<file path="src/hdl/conn_pkg.sv">
package conn_pkg;

    // ----------------------------------------
    // Table geometry
    // ----------------------------------------

    // Associativity of each table row
    localparam int WAYS          = 4;
    localparam int WAYS_LOG      = $clog2(WAYS);
    // Row index width and row count
    localparam int HASH_WIDTH    = 8;
    localparam int INDEXES       = 1 << HASH_WIDTH;
    localparam int IP_ADDR_WIDTH = 32;
    // Connection id is {way, hash}
    localparam int CONN_ID_WIDTH = HASH_WIDTH + WAYS_LOG;
    // Read latency of every RAM port
    localparam int BRAM_LATENCY  = 2;

    // ----------------------------------------
    // Types
    // ----------------------------------------

    typedef logic [IP_ADDR_WIDTH-1:0] ip_addr_t;
    typedef logic [HASH_WIDTH-1:0]    hash_t;
    typedef logic [WAYS_LOG-1:0]      way_t;
    typedef logic [CONN_ID_WIDTH-1:0] conn_id_t;
    // One bit per way
    typedef logic [WAYS-1:0]          way_mask_t;

    // Control FSM states
    typedef enum logic [2:0] {
        CTRL_IDLE,
        CTRL_READ_WAIT,
        CTRL_BIND_CHECK,
        CTRL_BIND_SCAN,
        CTRL_UNBIND
    } ctrl_state_t;

    // Fold the four address bytes into one row index
    function automatic hash_t hash_ip(input ip_addr_t ip);
        return ip[31:24] ^ ip[23:16] ^ ip[15:8] ^ ip[7:0];
    endfunction

endpackage

</file>
<file path="src/hdl/fw_lookup.sv">
module fw_lookup
    import conn_pkg::*;
(
    input  logic                s00_axis_fw_lookup_aclk,
    input  logic                arst_n,
    input  logic                req_valid,
    input  ip_addr_t            req_ip,
    output hash_t               fw_addr,
    input  ip_addr_t [WAYS-1:0] fw_tag,
    input  way_mask_t           fw_valid,
    output logic                rsp_valid,
    output logic                rsp_hit,
    output conn_id_t            rsp_conn_id
);

    // Request fields travelling alongside the RAM read
    ip_addr_t                ip_pipe   [BRAM_LATENCY];
    hash_t                   hash_pipe [BRAM_LATENCY];
    logic [BRAM_LATENCY-1:0] valid_pipe;

    // ----------------------------------------
    // Hash stage
    // ----------------------------------------

    // Row index goes straight to the table read port
    assign fw_addr = hash_ip(req_ip);

    // Strobe chain
    always_ff @(posedge s00_axis_fw_lookup_aclk or negedge arst_n) begin
        if (!arst_n) begin
            valid_pipe <= '0;
        end else begin
            valid_pipe[0] <= req_valid;
            for (int i = 1; i < BRAM_LATENCY; i++) begin
                valid_pipe[i] <= valid_pipe[i-1];
            end
        end
    end

    // Address and hash chain
    always_ff @(posedge s00_axis_fw_lookup_aclk) begin
        ip_pipe[0]   <= req_ip;
        hash_pipe[0] <= fw_addr;
        for (int i = 1; i < BRAM_LATENCY; i++) begin
            ip_pipe[i]   <= ip_pipe[i-1];
            hash_pipe[i] <= hash_pipe[i-1];
        end
    end

    // ----------------------------------------
    // Compare and encode
    // ----------------------------------------

    // Walk ways downwards so the lowest matching way wins
    always_comb begin
        rsp_hit     = 1'b0;
        rsp_conn_id = '0;
        for (int w = WAYS - 1; w >= 0; w--) begin
            if (fw_valid[w] && fw_tag[w] == ip_pipe[BRAM_LATENCY-1]) begin
                rsp_hit     = 1'b1;
                rsp_conn_id = {way_t'(w), hash_pipe[BRAM_LATENCY-1]};
            end
        end
    end

    assign rsp_valid = valid_pipe[BRAM_LATENCY-1];

endmodule

</file>
<file path="config.mk">
export PLATFORM = sky130hd
export DESIGN_NAME = fw_lookup
export DESIGN_NICKNAME = d
export VERILOG_FILES = /design/src/hdl/conn_pkg.sv /design/src/hdl/fw_lookup.sv
export SDC_FILE = /design/constraint.sdc
export NUM_CORES = 1
export LEC_CHECK = 0
export BUFFER_PORTS_ARGS = -buffer_cell sky130_fd_sc_hd__buf_2
export CAP_MARGIN = 15
export CELL_PAD_IN_SITES_DETAIL_PLACEMENT = 0
export CELL_PAD_IN_SITES_GLOBAL_PLACEMENT = 1
export CORE_ASPECT_RATIO = 1.75
export CORE_UTILIZATION = 33
export CTS_BUF_LIST = sky130_fd_sc_hd__clkbuf_8 sky130_fd_sc_hd__clkbuf_16
export DETAILED_ROUTE_END_ITERATION = 10
export PLACE_DENSITY_LB_ADDON = 0.1
export SYNTH_ARGS = -nofsm -noshare
export SYNTH_HDL_FRONTEND = slang
export SYNTH_SLANG_ARGS = --single-unit
export TNS_END_PERCENT = 10
</file>
<file path="constraint.sdc">
create_clock -name s00_axis_fw_lookup_aclk -period 2.3 [get_ports s00_axis_fw_lookup_aclk]
set_input_delay 0.46 -clock s00_axis_fw_lookup_aclk [delete_from_list [all_inputs] [get_ports s00_axis_fw_lookup_aclk]]
set_output_delay 0.46 -clock s00_axis_fw_lookup_aclk [all_outputs]
set_load 0.02 [all_outputs]
</file>
==> results.yml <==
synth:
  netlist_area_sq_mm: 0.00354
  ys_seq_area_share_pct: 46.6
  synth_flop_cell: "dfxtp_1"
  synth-edff-count: 0
  synth_nets: 480
  yosysWarnings: 0
  async_flop_share_pct: 2.44
  synth_top_area_cell: "dfxtp_1"
  avgSynthCellArea_sq_um: 11.3
  synth_area_leaders: "dfxtp_1 45%, xnor2_1 31%, xor2_1 5.9%"
  yosys_register_bits: 82
  synth_cell_types: 21
  yosysTopAreaCellShare_pct: 45.2
  syn_inst: 313
routing:
  drt_iter0_markers: 66
  dr.pass1.iters: 4
  m1WireLength_mm: 4.07
  drc: 0
  wl_per_cell_um: 17.2
  met3_length_um: 738
  wl_met2_mm: 6.38
  drt_wl_total_mm: 11.4
  via_per_inst: 4.31
  highest_layer: "met4"
  routed-via-count: 2856
  ant_nets: 0
floorplan:
  start_util_pct: 34.2
  core_area_sq_mm: 0.0104
  rows: 49
  dieArea_sq_mm: 0.0112
  ios: 187
  die_w_um: 80.3
  die_height_um: 139
hold_path:
  holdCritStartpoint: "req_valid"
  worstHoldPathType: "primary input to flop"
cts:
  cts-root-buf: "clkbuf_16"
  cts_made_buffers: 9
  cts_tree: "done"
  cts.path.max_buffers: 2
  clock_sinks: 82
  htreeDepth: 3
  clock_latency_ns: 0.34
  path_clk_slew_ns: 0.06
pwr:
  comb_power_share_pct: 15.9
  power_frac_clock_pct: 42.4
  p_sw_share_pct: 23.9
  p_int_mw: 2.96
  ir_worst_vdd_v: 0.000610
  design_power_total_mw: 3.89
  leakage_nw: 2.39
  power_density_mw_per_mm2: 717
  switching_power_uw: 929
  seqPwrFrac_pct: 41.6
sta:
  final.min_clock_period_ns: 2.67
  finalWorstSetupSlack_ns: -0.370
  holdWs_ns: 0.220
  max_slew_margin_pct: 79.9
  clock_skew_ns: 0.00638
  drv_slew: 0
  finalCritPeriodShare_pct: 116
  worst_slew_pin_slew_ns: 0.300
  timing_hold_violations_final: 0
  fmax_mhz: 375
  grt_setup_unrepaired: "yes"
  setup_viol: 11
placed_design:
  gp_congestion: 0.775
  port_buffers: 186
  dp_hpwl_mm: 9.30
  placed_cell_area_sq_mm: 0.00480
  place_inst: 643
worst_setup_path:
  arrival_ns: 2.21
  endpoint: "rsp_conn_id[0]"
  reg2reg_from: "valid_pipe[0]"
  slowest_stage: "dfxtp_2"
  cp-start-kind: "flop"
  endpoint_kind: "primary output"
  cp_cell_sequence: "buf_6 > xnor2_2 > nand4_1 > nor4_4 > nand3_2 > nand4_4 > clkbuf_16 > and2_4 > buf_6"
  crit_start: "ip_pipe[0][43]"
  critPathMaxStageDelay_ns: 0.32
  path_common_cell: "buf_6"
  rr_worst_depth: 0
  rrSetupSlack_ns: 1.83
  path_class: "flop to primary output"
  worstPathMaxFanout: 4
  rr_endpoint: "valid_pipe[1]"
  cp_data_required_time_ns: 1.84
cells_and_area:
  drive_above_1_share_pct: 54.1
  final_cells: 663
  fin_area_sq_mm: 0.00543
  final_common_cell: "buf_2"
  n_fill_cell: 1009
  final_cell_mix: "175 x buf_2, 121 x xnor2_1, 56 x dfxtp_1, 30 x buf_4"
  antennaDiodeCount: 0
  nNetsFinal: 698
  syn_to_final_growth_pct: 53.2
outcome:
  status: "complete, but fails checks"
  violations: "setup timing"
global_routing:
  grt_pass1_vias: 3091
  grt_antenna_before_repair: 0
  track_usage_pct: 21.3
  grt_max_degree: 16
  grt_pass1_wl_mm: 16.6
  overflow: 0
run:
  max_cap_violations: 0
## what timing repair did
item,in CTS,in global routing
setup endpoints to repair,11,11
gates resized for setup,53,24
hold buffers,1,0
endpoints found under the hold margin,2,0
setup buffers,2,1
pin swaps,19,14
gates cloned,1,0
## cell families after synthesis
logic type / count (synthesis) / share of synthesized area [%]
xor gates and xnor gates: 152 / 37.8
DFF: 82 / 46.6
and+or+nand+nor: 59 / 10.7
buffers and inverters: 18 / 4.49
AOI/OAI and AO/OA: 2 / 0.353
## cells in the mapped netlist (2+ instances only)
cell,instances
xnor2_1,127
nor3_1,4
xor2_1,24
dfrtp_1,2
nand3_1,6
dfxtp_1,80
buf_6,11
nor4_1,6
buf_2,6
nand3_2,2
nand4_1,24
nor4_2,2
and3_1,4
and2_1,8
## flip-flops by register name, indices dropped and copies added (netlist names)
| name | flops |
|---|---|
| hash_pipe | 16 |
| ip_pipe | 64 |
| valid_pipe | 2 |
## routing by layer
layer	track usage, %	vias up
li1	-	1448
met1	21.1	1284
met2	41.1	113
met3	5.53	11
met4	6.95	0
met5	0	-
## power by group through the flow
stage / clock network (mW) / registers (mW) / logic [mW]
2_1_floorplan: 0 / 1.61 / 0.345
3_3_place_gp: 0 / 1.64 / 0.602
3_5_place_dp: 0 / 1.64 / 0.609
4_1_cts: 1.69 / 1.62 / 0.627
5_1_grt: 1.75 / 1.63 / 0.675
6_report: 1.65 / 1.62 / 0.619
## cell type report
class	count	area (sq um)	share of cell area, %
multi-input combinational	213	1860	34.3
sequential	82	1690	31.1
timing repair buffer	225	1370	25.3
clock buffer	9	225	4.15
tap	127	159	2.93
clock inverter	7	119	2.19
## worst max-delay path, delay by kind of cell (launching register included)
family                    cells  cell delay (ns)
xor gates and xnor gates      1             0.14
DFF                           1             0.32
and+or+nand+nor               5             1.00
buffers and inverters         3             0.41
## worst min-delay path by stage
stage                     depth (start not counted)             to  slack (ns)
after floorplan                                   0  valid_pipe[0]        0.16
after global placement                            1  valid_pipe[0]        0.24
after detailed placement                          1  valid_pipe[0]        0.25
after CTS                                         1  valid_pipe[0]        0.21
after global routing                              1  valid_pipe[0]        0.22
final                                             1  valid_pipe[0]        0.22
## stage by stage
| stage | utilization, % | setup WS (ns) | TNS (ns) |
|---|---|---|---|
| 4_1_cts | 51.7 | -0.393 | -3.99 |
| 3_3_place_gp | 46.3 | -0.295 | -2.85 |
| 2_1_floorplan | - | 0.216 | 0 |
| 6_report | 52.4 | -0.370 | -3.73 |
| 3_5_place_dp | 46.3 | -0.281 | -2.71 |
| 5_1_grt | 52.4 | -0.459 | -4.73 |
(Power assumes the default switching activity.)
