$ cat src/hdl/conn_pkg.sv
package conn_pkg;

    // ----------------------------------------
    // Table geometry
    // ----------------------------------------

    // Associativity of each table row
    localparam int WAYS          = 4;
    localparam int WAYS_LOG      = $clog2(WAYS);
    // Row index width and row count
    localparam int HASH_WIDTH    = 8;
    localparam int INDEXES       = 1 << HASH_WIDTH;
    localparam int IP_ADDR_WIDTH = 32;
    // Connection id is {way, hash}
    localparam int CONN_ID_WIDTH = HASH_WIDTH + WAYS_LOG;
    // Read latency of every RAM port
    localparam int BRAM_LATENCY  = 2;

    // ----------------------------------------
    // Types
    // ----------------------------------------

    typedef logic [IP_ADDR_WIDTH-1:0] ip_addr_t;
    typedef logic [HASH_WIDTH-1:0]    hash_t;
    typedef logic [WAYS_LOG-1:0]      way_t;
    typedef logic [CONN_ID_WIDTH-1:0] conn_id_t;
    // One bit per way
    typedef logic [WAYS-1:0]          way_mask_t;

    // Control FSM states
    typedef enum logic [2:0] {
        CTRL_IDLE,
        CTRL_READ_WAIT,
        CTRL_BIND_CHECK,
        CTRL_BIND_SCAN,
        CTRL_UNBIND
    } ctrl_state_t;

    // Fold the four address bytes into one row index
    function automatic hash_t hash_ip(input ip_addr_t ip);
        return ip[31:24] ^ ip[23:16] ^ ip[15:8] ^ ip[7:0];
    endfunction

endpackage

$ cat src/hdl/way_table_if.sv
interface way_table_if
    import conn_pkg::*;
();

    // ----------------------------------------
    // Engine to table
    // ----------------------------------------

    // Row address, shared by read and write
    hash_t     addr;
    // Per-way write strobes, applied at the next edge
    way_mask_t wr_en;
    ip_addr_t  wr_tag;
    // Valid bit written along with the tag
    logic      wr_valid;

    // ----------------------------------------
    // Table to engine
    // ----------------------------------------

    // Row contents for addr, BRAM_LATENCY cycles late
    ip_addr_t [WAYS-1:0] rd_tag;
    way_mask_t           rd_valid;

    modport engine (
        output addr, wr_en, wr_tag, wr_valid,
        input  rd_tag, rd_valid
    );

    modport tbl (
        input  addr, wr_en, wr_tag, wr_valid,
        output rd_tag, rd_valid
    );

endinterface

$ cat src/hdl/bind_engine.sv
module bind_engine
    import conn_pkg::*;
(
    input  logic        s00_axis_fw_lookup_aclk,
    input  logic        arst_n,
    input  logic        cmd_valid,
    input  ip_addr_t    cmd_ip,
    input  logic        cmd_bind,
    output logic        cmd_ready,
    way_table_if.engine tbl,
    output logic        rsp_valid,
    output logic        rsp_ack,
    output logic        rsp_full,
    output conn_id_t    rsp_conn_id
);

    ctrl_state_t state, state_d;
    // Latched command
    ip_addr_t    cmd_ip_q;
    hash_t       hash_q;
    logic        bind_q;
    // Read wait counter and way scan pointer
    logic [$clog2(BRAM_LATENCY+1)-1:0] wait_cnt, wait_d;
    way_t        way_iter, iter_d;
    // Next response and write strobes
    logic        valid_d, ack_d, full_d;
    conn_id_t    id_d;
    way_mask_t   wr_en_d, wr_en_q;
    // Row decode
    way_mask_t   tag_match;
    logic        hit_any;
    way_t        hit_way;
    logic        accept;

    // Hold off a new command during the response pulse
    assign cmd_ready = (state == CTRL_IDLE) && !rsp_valid;
    assign accept    = cmd_valid && cmd_ready;

    // Table port
    assign tbl.addr     = hash_q;
    assign tbl.wr_tag   = cmd_ip_q;
    assign tbl.wr_valid = bind_q;
    assign tbl.wr_en    = wr_en_q;

    // ----------------------------------------
    // Row decode
    // ----------------------------------------

    // Lowest valid way holding the address
    always_comb begin
        hit_any = 1'b0;
        hit_way = '0;
        for (int w = WAYS - 1; w >= 0; w--) begin
            tag_match[w] = (tbl.rd_tag[w] == cmd_ip_q);
            if (tag_match[w] && tbl.rd_valid[w]) begin
                hit_any = 1'b1;
                hit_way = way_t'(w);
            end
        end
    end

    // ----------------------------------------
    // FSM next state
    // ----------------------------------------

    always_comb begin
        state_d = state;
        wait_d  = wait_cnt;
        iter_d  = way_iter;
        valid_d = 1'b0;
        ack_d   = 1'b0;
        full_d  = 1'b0;
        id_d    = '0;
        wr_en_d = '0;
        case (state)
            CTRL_IDLE: begin
                wait_d = '0;
                iter_d = '0;
                if (accept) begin
                    state_d = CTRL_READ_WAIT;
                end
            end
            // Row arrives BRAM_LATENCY cycles after hash_q settles
            CTRL_READ_WAIT: begin
                wait_d = wait_cnt + 1'b1;
                if (wait_cnt == BRAM_LATENCY - 1) begin
                    state_d = bind_q ? CTRL_BIND_CHECK : CTRL_UNBIND;
                end
            end
            // Already bound, report the existing id
            CTRL_BIND_CHECK: begin
                if (hit_any) begin
                    valid_d = 1'b1;
                    ack_d   = 1'b1;
                    id_d    = {hit_way, hash_q};
                    state_d = CTRL_IDLE;
                end else begin
                    state_d = CTRL_BIND_SCAN;
                end
            end
            // One way per cycle, first free way gets the tag
            CTRL_BIND_SCAN: begin
                if (!tbl.rd_valid[way_iter]) begin
                    wr_en_d[way_iter] = 1'b1;
                    valid_d           = 1'b1;
                    ack_d             = 1'b1;
                    id_d              = {way_iter, hash_q};
                    state_d           = CTRL_IDLE;
                end else if (way_iter == way_t'(WAYS - 1)) begin
                    // Row full
                    valid_d = 1'b1;
                    full_d  = 1'b1;
                    state_d = CTRL_IDLE;
                end else begin
                    iter_d = way_iter + 1'b1;
                end
            end
            // Clear every way holding the address
            CTRL_UNBIND: begin
                wr_en_d = tag_match;
                valid_d = 1'b1;
                ack_d   = 1'b1;
                state_d = CTRL_IDLE;
            end
            default: state_d = CTRL_IDLE;
        endcase
    end

    // ----------------------------------------
    // Registers
    // ----------------------------------------

    always_ff @(posedge s00_axis_fw_lookup_aclk or negedge arst_n) begin
        if (!arst_n) begin
            state     <= CTRL_IDLE;
            wait_cnt  <= '0;
            way_iter  <= '0;
            wr_en_q   <= '0;
            rsp_valid <= 1'b0;
            rsp_ack   <= 1'b0;
            rsp_full  <= 1'b0;
        end else begin
            state     <= state_d;
            wait_cnt  <= wait_d;
            way_iter  <= iter_d;
            // Write lands one edge after the response pulse starts
            wr_en_q   <= wr_en_d;
            rsp_valid <= valid_d;
            rsp_ack   <= ack_d;
            rsp_full  <= full_d;
        end
    end

    always_ff @(posedge s00_axis_fw_lookup_aclk) begin
        if (accept) begin
            cmd_ip_q <= cmd_ip;
            hash_q   <= hash_ip(cmd_ip);
            bind_q   <= cmd_bind;
        end
        rsp_conn_id <= id_d;
    end

endmodule

$ cat src/flat_wrapper.sv
// flat-port wrapper written by rule: the top's interface ports become plain ports
module bind_engine_flat import conn_pkg::*;
  (s00_axis_fw_lookup_aclk, arst_n, cmd_valid, cmd_ip, cmd_bind, cmd_ready, rsp_valid, rsp_ack, rsp_full, rsp_conn_id, tbl_addr, tbl_wr_en, tbl_wr_tag, tbl_wr_valid, tbl_rd_tag, tbl_rd_valid);
  way_table_if tbl_i ();
  input  logic s00_axis_fw_lookup_aclk;
  input  logic arst_n;
  input  logic cmd_valid;
  input  ip_addr_t cmd_ip;
  input  logic cmd_bind;
  output logic cmd_ready;
  output logic rsp_valid;
  output logic rsp_ack;
  output logic rsp_full;
  output conn_id_t rsp_conn_id;
  output wire logic [$bits(tbl_i.addr)-1:0] tbl_addr;
  output wire logic [$bits(tbl_i.wr_en)-1:0] tbl_wr_en;
  output wire logic [$bits(tbl_i.wr_tag)-1:0] tbl_wr_tag;
  output wire logic [$bits(tbl_i.wr_valid)-1:0] tbl_wr_valid;
  input wire logic [$bits(tbl_i.rd_tag)-1:0] tbl_rd_tag;
  input wire logic [$bits(tbl_i.rd_valid)-1:0] tbl_rd_valid;
  assign tbl_addr = tbl_i.addr;
  assign tbl_wr_en = tbl_i.wr_en;
  assign tbl_wr_tag = tbl_i.wr_tag;
  assign tbl_wr_valid = tbl_i.wr_valid;
  assign tbl_i.rd_tag = tbl_rd_tag;
  assign tbl_i.rd_valid = tbl_rd_valid;
  bind_engine u_core (.s00_axis_fw_lookup_aclk(s00_axis_fw_lookup_aclk), .arst_n(arst_n), .cmd_valid(cmd_valid), .cmd_ip(cmd_ip), .cmd_bind(cmd_bind), .cmd_ready(cmd_ready), .tbl(tbl_i), .rsp_valid(rsp_valid), .rsp_ack(rsp_ack), .rsp_full(rsp_full), .rsp_conn_id(rsp_conn_id));
endmodule
$ cat config.mk
export PLATFORM = sky130hd
export DESIGN_NAME = bind_engine_flat
export DESIGN_NICKNAME = d
export VERILOG_FILES = /design/src/hdl/conn_pkg.sv /design/src/hdl/way_table_if.sv /design/src/hdl/bind_engine.sv /design/src/flat_wrapper.sv
export SDC_FILE = /design/constraint.sdc
export NUM_CORES = 1
export LEC_CHECK = 0
export BUFFER_PORTS_ARGS = -buffer_cell sky130_fd_sc_hd__buf_4
export CAP_MARGIN = 15
export CORE_ASPECT_RATIO = 0.5
export CORE_MARGIN = 5
export CORE_UTILIZATION = 45
export CTS_CLUSTER_SIZE = 28
export DETAILED_ROUTE_END_ITERATION = 6
export GPL_TIMING_DRIVEN = 0
export PLACE_DENSITY_LB_ADDON = 0.3
export SYNTH_ARGS = -nofsm -noshare
export SYNTH_HDL_FRONTEND = slang
export SYNTH_SLANG_ARGS = --single-unit
$ cat constraint.sdc
create_clock -name s00_axis_fw_lookup_aclk -period 2.7 [get_ports s00_axis_fw_lookup_aclk]
set_clock_uncertainty 0.05 [all_clocks]
set_input_delay 0.675 -clock s00_axis_fw_lookup_aclk [delete_from_list [all_inputs] [get_ports s00_axis_fw_lookup_aclk]]
set_output_delay 0.675 -clock s00_axis_fw_lookup_aclk [all_outputs]
set_load 0.005 [all_outputs]
==> out/results.ini <==
[outcome]
outcome = finished clean

[finish]
syn2layout_area_growth_pct = 52.9
instances_no_fill = 718
antennaDiodeCount = 0
fin_nets = 769
fill_cells = 666
finalInstanceArea_mm2 = 0.00623
drive_gt1_share_pct = 43.9

[route]
drt_iter0_markers = 213
wl_per_cell_um = 19.7
vias_per_cell = 5.16
drc_errors = 0
drt_pass1_iterations = 4
wl_um = 14100
antenna_left = 0
via_count = 3707

[synth]
synth_area_leaders = edfxtp_1 30%, xor2_1 22%, xnor2_1 10%
synthArstFlopShare_pct = 21.5
ys.warnings.count = 0
yosysSeqAreaShare_pct = 43.7
netlist_area_mm2 = 0.00408
synth.most_common_cell = xor2_1
synth_edf_count = 41
synthesis.instances = 358
synth_common_cells = 104 x xor2_1, 48 x xnor2_1, 41 x edfxtp_1
syn-mean-instance-area_um2 = 11.4
synthDistinctLibCells = 44
synth_top_cell_by_area = edfxtp_1
synth_nets = 531
synth-seq-cells = 65
synth.top_cell.area_share_pct = 30.2
ys.flop_type = edfxtp_1

[worst_setup_path]
rr_endpoint = u_core.rsp_conn_id[9]$_DFF_P_
arrival_ns = 2.71
worstPathMaxFanout = 5
end_kind = flip-flop
worstSetupStartpointType = flip-flop
crit_start = u_core.tbl.wr_tag[26]$_DFFE_PP_
crit_required_ns = 2.86
reg2reg_slack_ns = 0.14
crit_end = u_core.rsp_conn_id[9]$_DFF_P_
r2r-start = u_core.tbl.wr_tag[26]$_DFFE_PP_
path_class = flip-flop to flip-flop
r2r_cells = 6

[timing]
finalSetupViolCount = 0
setup_ws_ns = 0.145
fin_crit_sh_pct = 94.6
rsz0062_at_grt = no
finalMaxSlewViolations = 0
fmax_mhz = 391
tightestPinTransition_ns = 0.696
max_slew_margin_pct = 53.6
fin_crit_ns = 2.56
tns_ns = 0
finalHoldViolCount = 0

[grt]
grt_pass1_vias = 3946
gr-total-overflow = 0
grt_max_degree = 40
grt_pass1_wl_um = 21300
antenna_found_initial = 0
grt_usage_pct = 25.2

[clocking]
cts_tree = done
clock_latency_ns = 0.33
htreeDepth = 3
cts_resized = 0
cts.sinks = 65
clockRootBuffer = clkbuf_16
cts.path.max_buffers = 2
holdBufCountCts = 0
cts_buffers = 9
postCtsSetupRepairBufs = 0
path_clk_slew_ns = 0.06

[floorplan]
num_rows = 24
die_h_um = 77.3
design.core.area_mm2 = 0.00877
dieArea_mm2 = 0.0112
start_util_pct = 46.5
die_x_um = 145
io_pins = 227

[pwr]
finalPower_mw = 4.33
peakVddDrop_uv = 462
p_leak_nw = 2.70
power_density_mw_per_mm2 = 694

[place]
dp.cells = 702
pre_cts_ws_ns = 0.00775
place_area_mm2 = 0.00594
place_congestion = 0.926
io_buffer_count = 226
dp_hpwl_um = 11600

[hold_path]
hold_path_class = primary input to async pin

[run]
cap_violations = 0

[how the worst min path moves through the flow]
| stage | from | end | slack [ns] | depth (start not counted) |
|---|---|---|---|---|
| 6_report | arst_n | u_core.tbl.wr_en[0]$_DFF_PN0_ | 0.14 | 1 |
| 4_1_cts | arst_n | u_core.tbl.wr_en[1]$_DFF_PN0_ | 0.13 | 1 |
| 3_3_place_gp | u_core.tbl.wr_valid$_DFFE_PP_ | u_core.state[2]$_DFFE_PN0P_ | 0.42 | 1 |
| 5_1_grt | arst_n | u_core.tbl.wr_en[1]$_DFF_PN0_ | 0.14 | 1 |
| 2_1_floorplan | arst_n | u_core.rsp_ack$_DFF_PN0_ | 0.33 | 0 |
| 3_5_place_dp | u_core.tbl.wr_valid$_DFFE_PP_ | u_core.state[2]$_DFFE_PN0P_ | 0.43 | 1 |
[per-stage QoR]
stage	hold slack, ns	util [%]
2_1_floorplan	0.329	-
3_3_place_gp	0.418	67.5
3_5_place_dp	0.426	67.8
4_1_cts	0.133	71.1
5_1_grt	0.141	71.1
6_report	0.140	71.1
[final cells by class]
class	instances	area, um2	share of cell area, %
multi-input combinational	278	2230	35.8
timing repair buffer	227	1720	27.5
buffer	7	35.0	0.562
inverter	8	30.0	0.482
tap	117	146	2.35
sequential	65	1780	28.6
clock buffer	12	268	4.30
clock inverter	4	23.8	0.381
[metal layers]
layer  track usage, %  part of all wire, %  vias up
li1                 -                    -     1743
met1             30.4                   39     1791
met2             44.2                   52      146
met3             6.28                  7.1       27
met4             7.73                  2.4        0
met5                0                    0        -
[state kept, by name, indices dropped and copies added (netlist names)]
register	cells
u_core.rsp_valid	1
u_core.tbl.wr_en	4
u_core.rsp_full	1
u_core.way_iter	2
u_core.tbl.wr_tag	32
u_core.state	3
u_core.rsp_conn_id	10
u_core.tbl.addr	8
u_core.rsp_ack	1
u_core.tbl.wr_valid	1
u_core.wait_cnt	2
[report_power, final]
group / internal, mW / switching, mW
Sequential: 1.34 / 0.333
Clock: 0.699 / 0.419
Combinational: 0.806 / 0.729
Total: 2.85 / 1.48
[worst max-delay path, stage by stage (launching register included)]
cell and delay, ns:
edfxtp_1 0.51, xor2_1 0.21, nor4_1 0.61, nand4_1 0.17
nor2_1 0.42, a21oi_1 0.16, a32o_1 0.30
[layout by cell type (no fill, tap or decap), drive strengths merged, types with 2 or more instances in the layout]
cell type,Yosys,layout
clkbuf,4,16
xor2,104,104
nor2,7,7
dfrtp,14,14
ha,5,5
a21oi,14,14
a22o,4,4
nor3,4,4
nor2b,2,2
o21ai,10,10
nand4,14,14
clkinv,0,3
and3,2,2
buf,3,230
inv,8,9
xnor2,48,48
nand2b,5,5
nor4,28,28
nand2,14,14
edfxtp,41,41
dfxtp,10,10
[kinds of logic after synthesis]
group	synth area share (%)
adders and majority gates	1.53
xor gates and xnor gates	32.7
and+or+nand+nor	12.7
AOI/OAI and AO/OA	7.27
buffers and inverters	1.60
muxes	0.552
DFF	43.7
(Power assumes the default switching activity.)
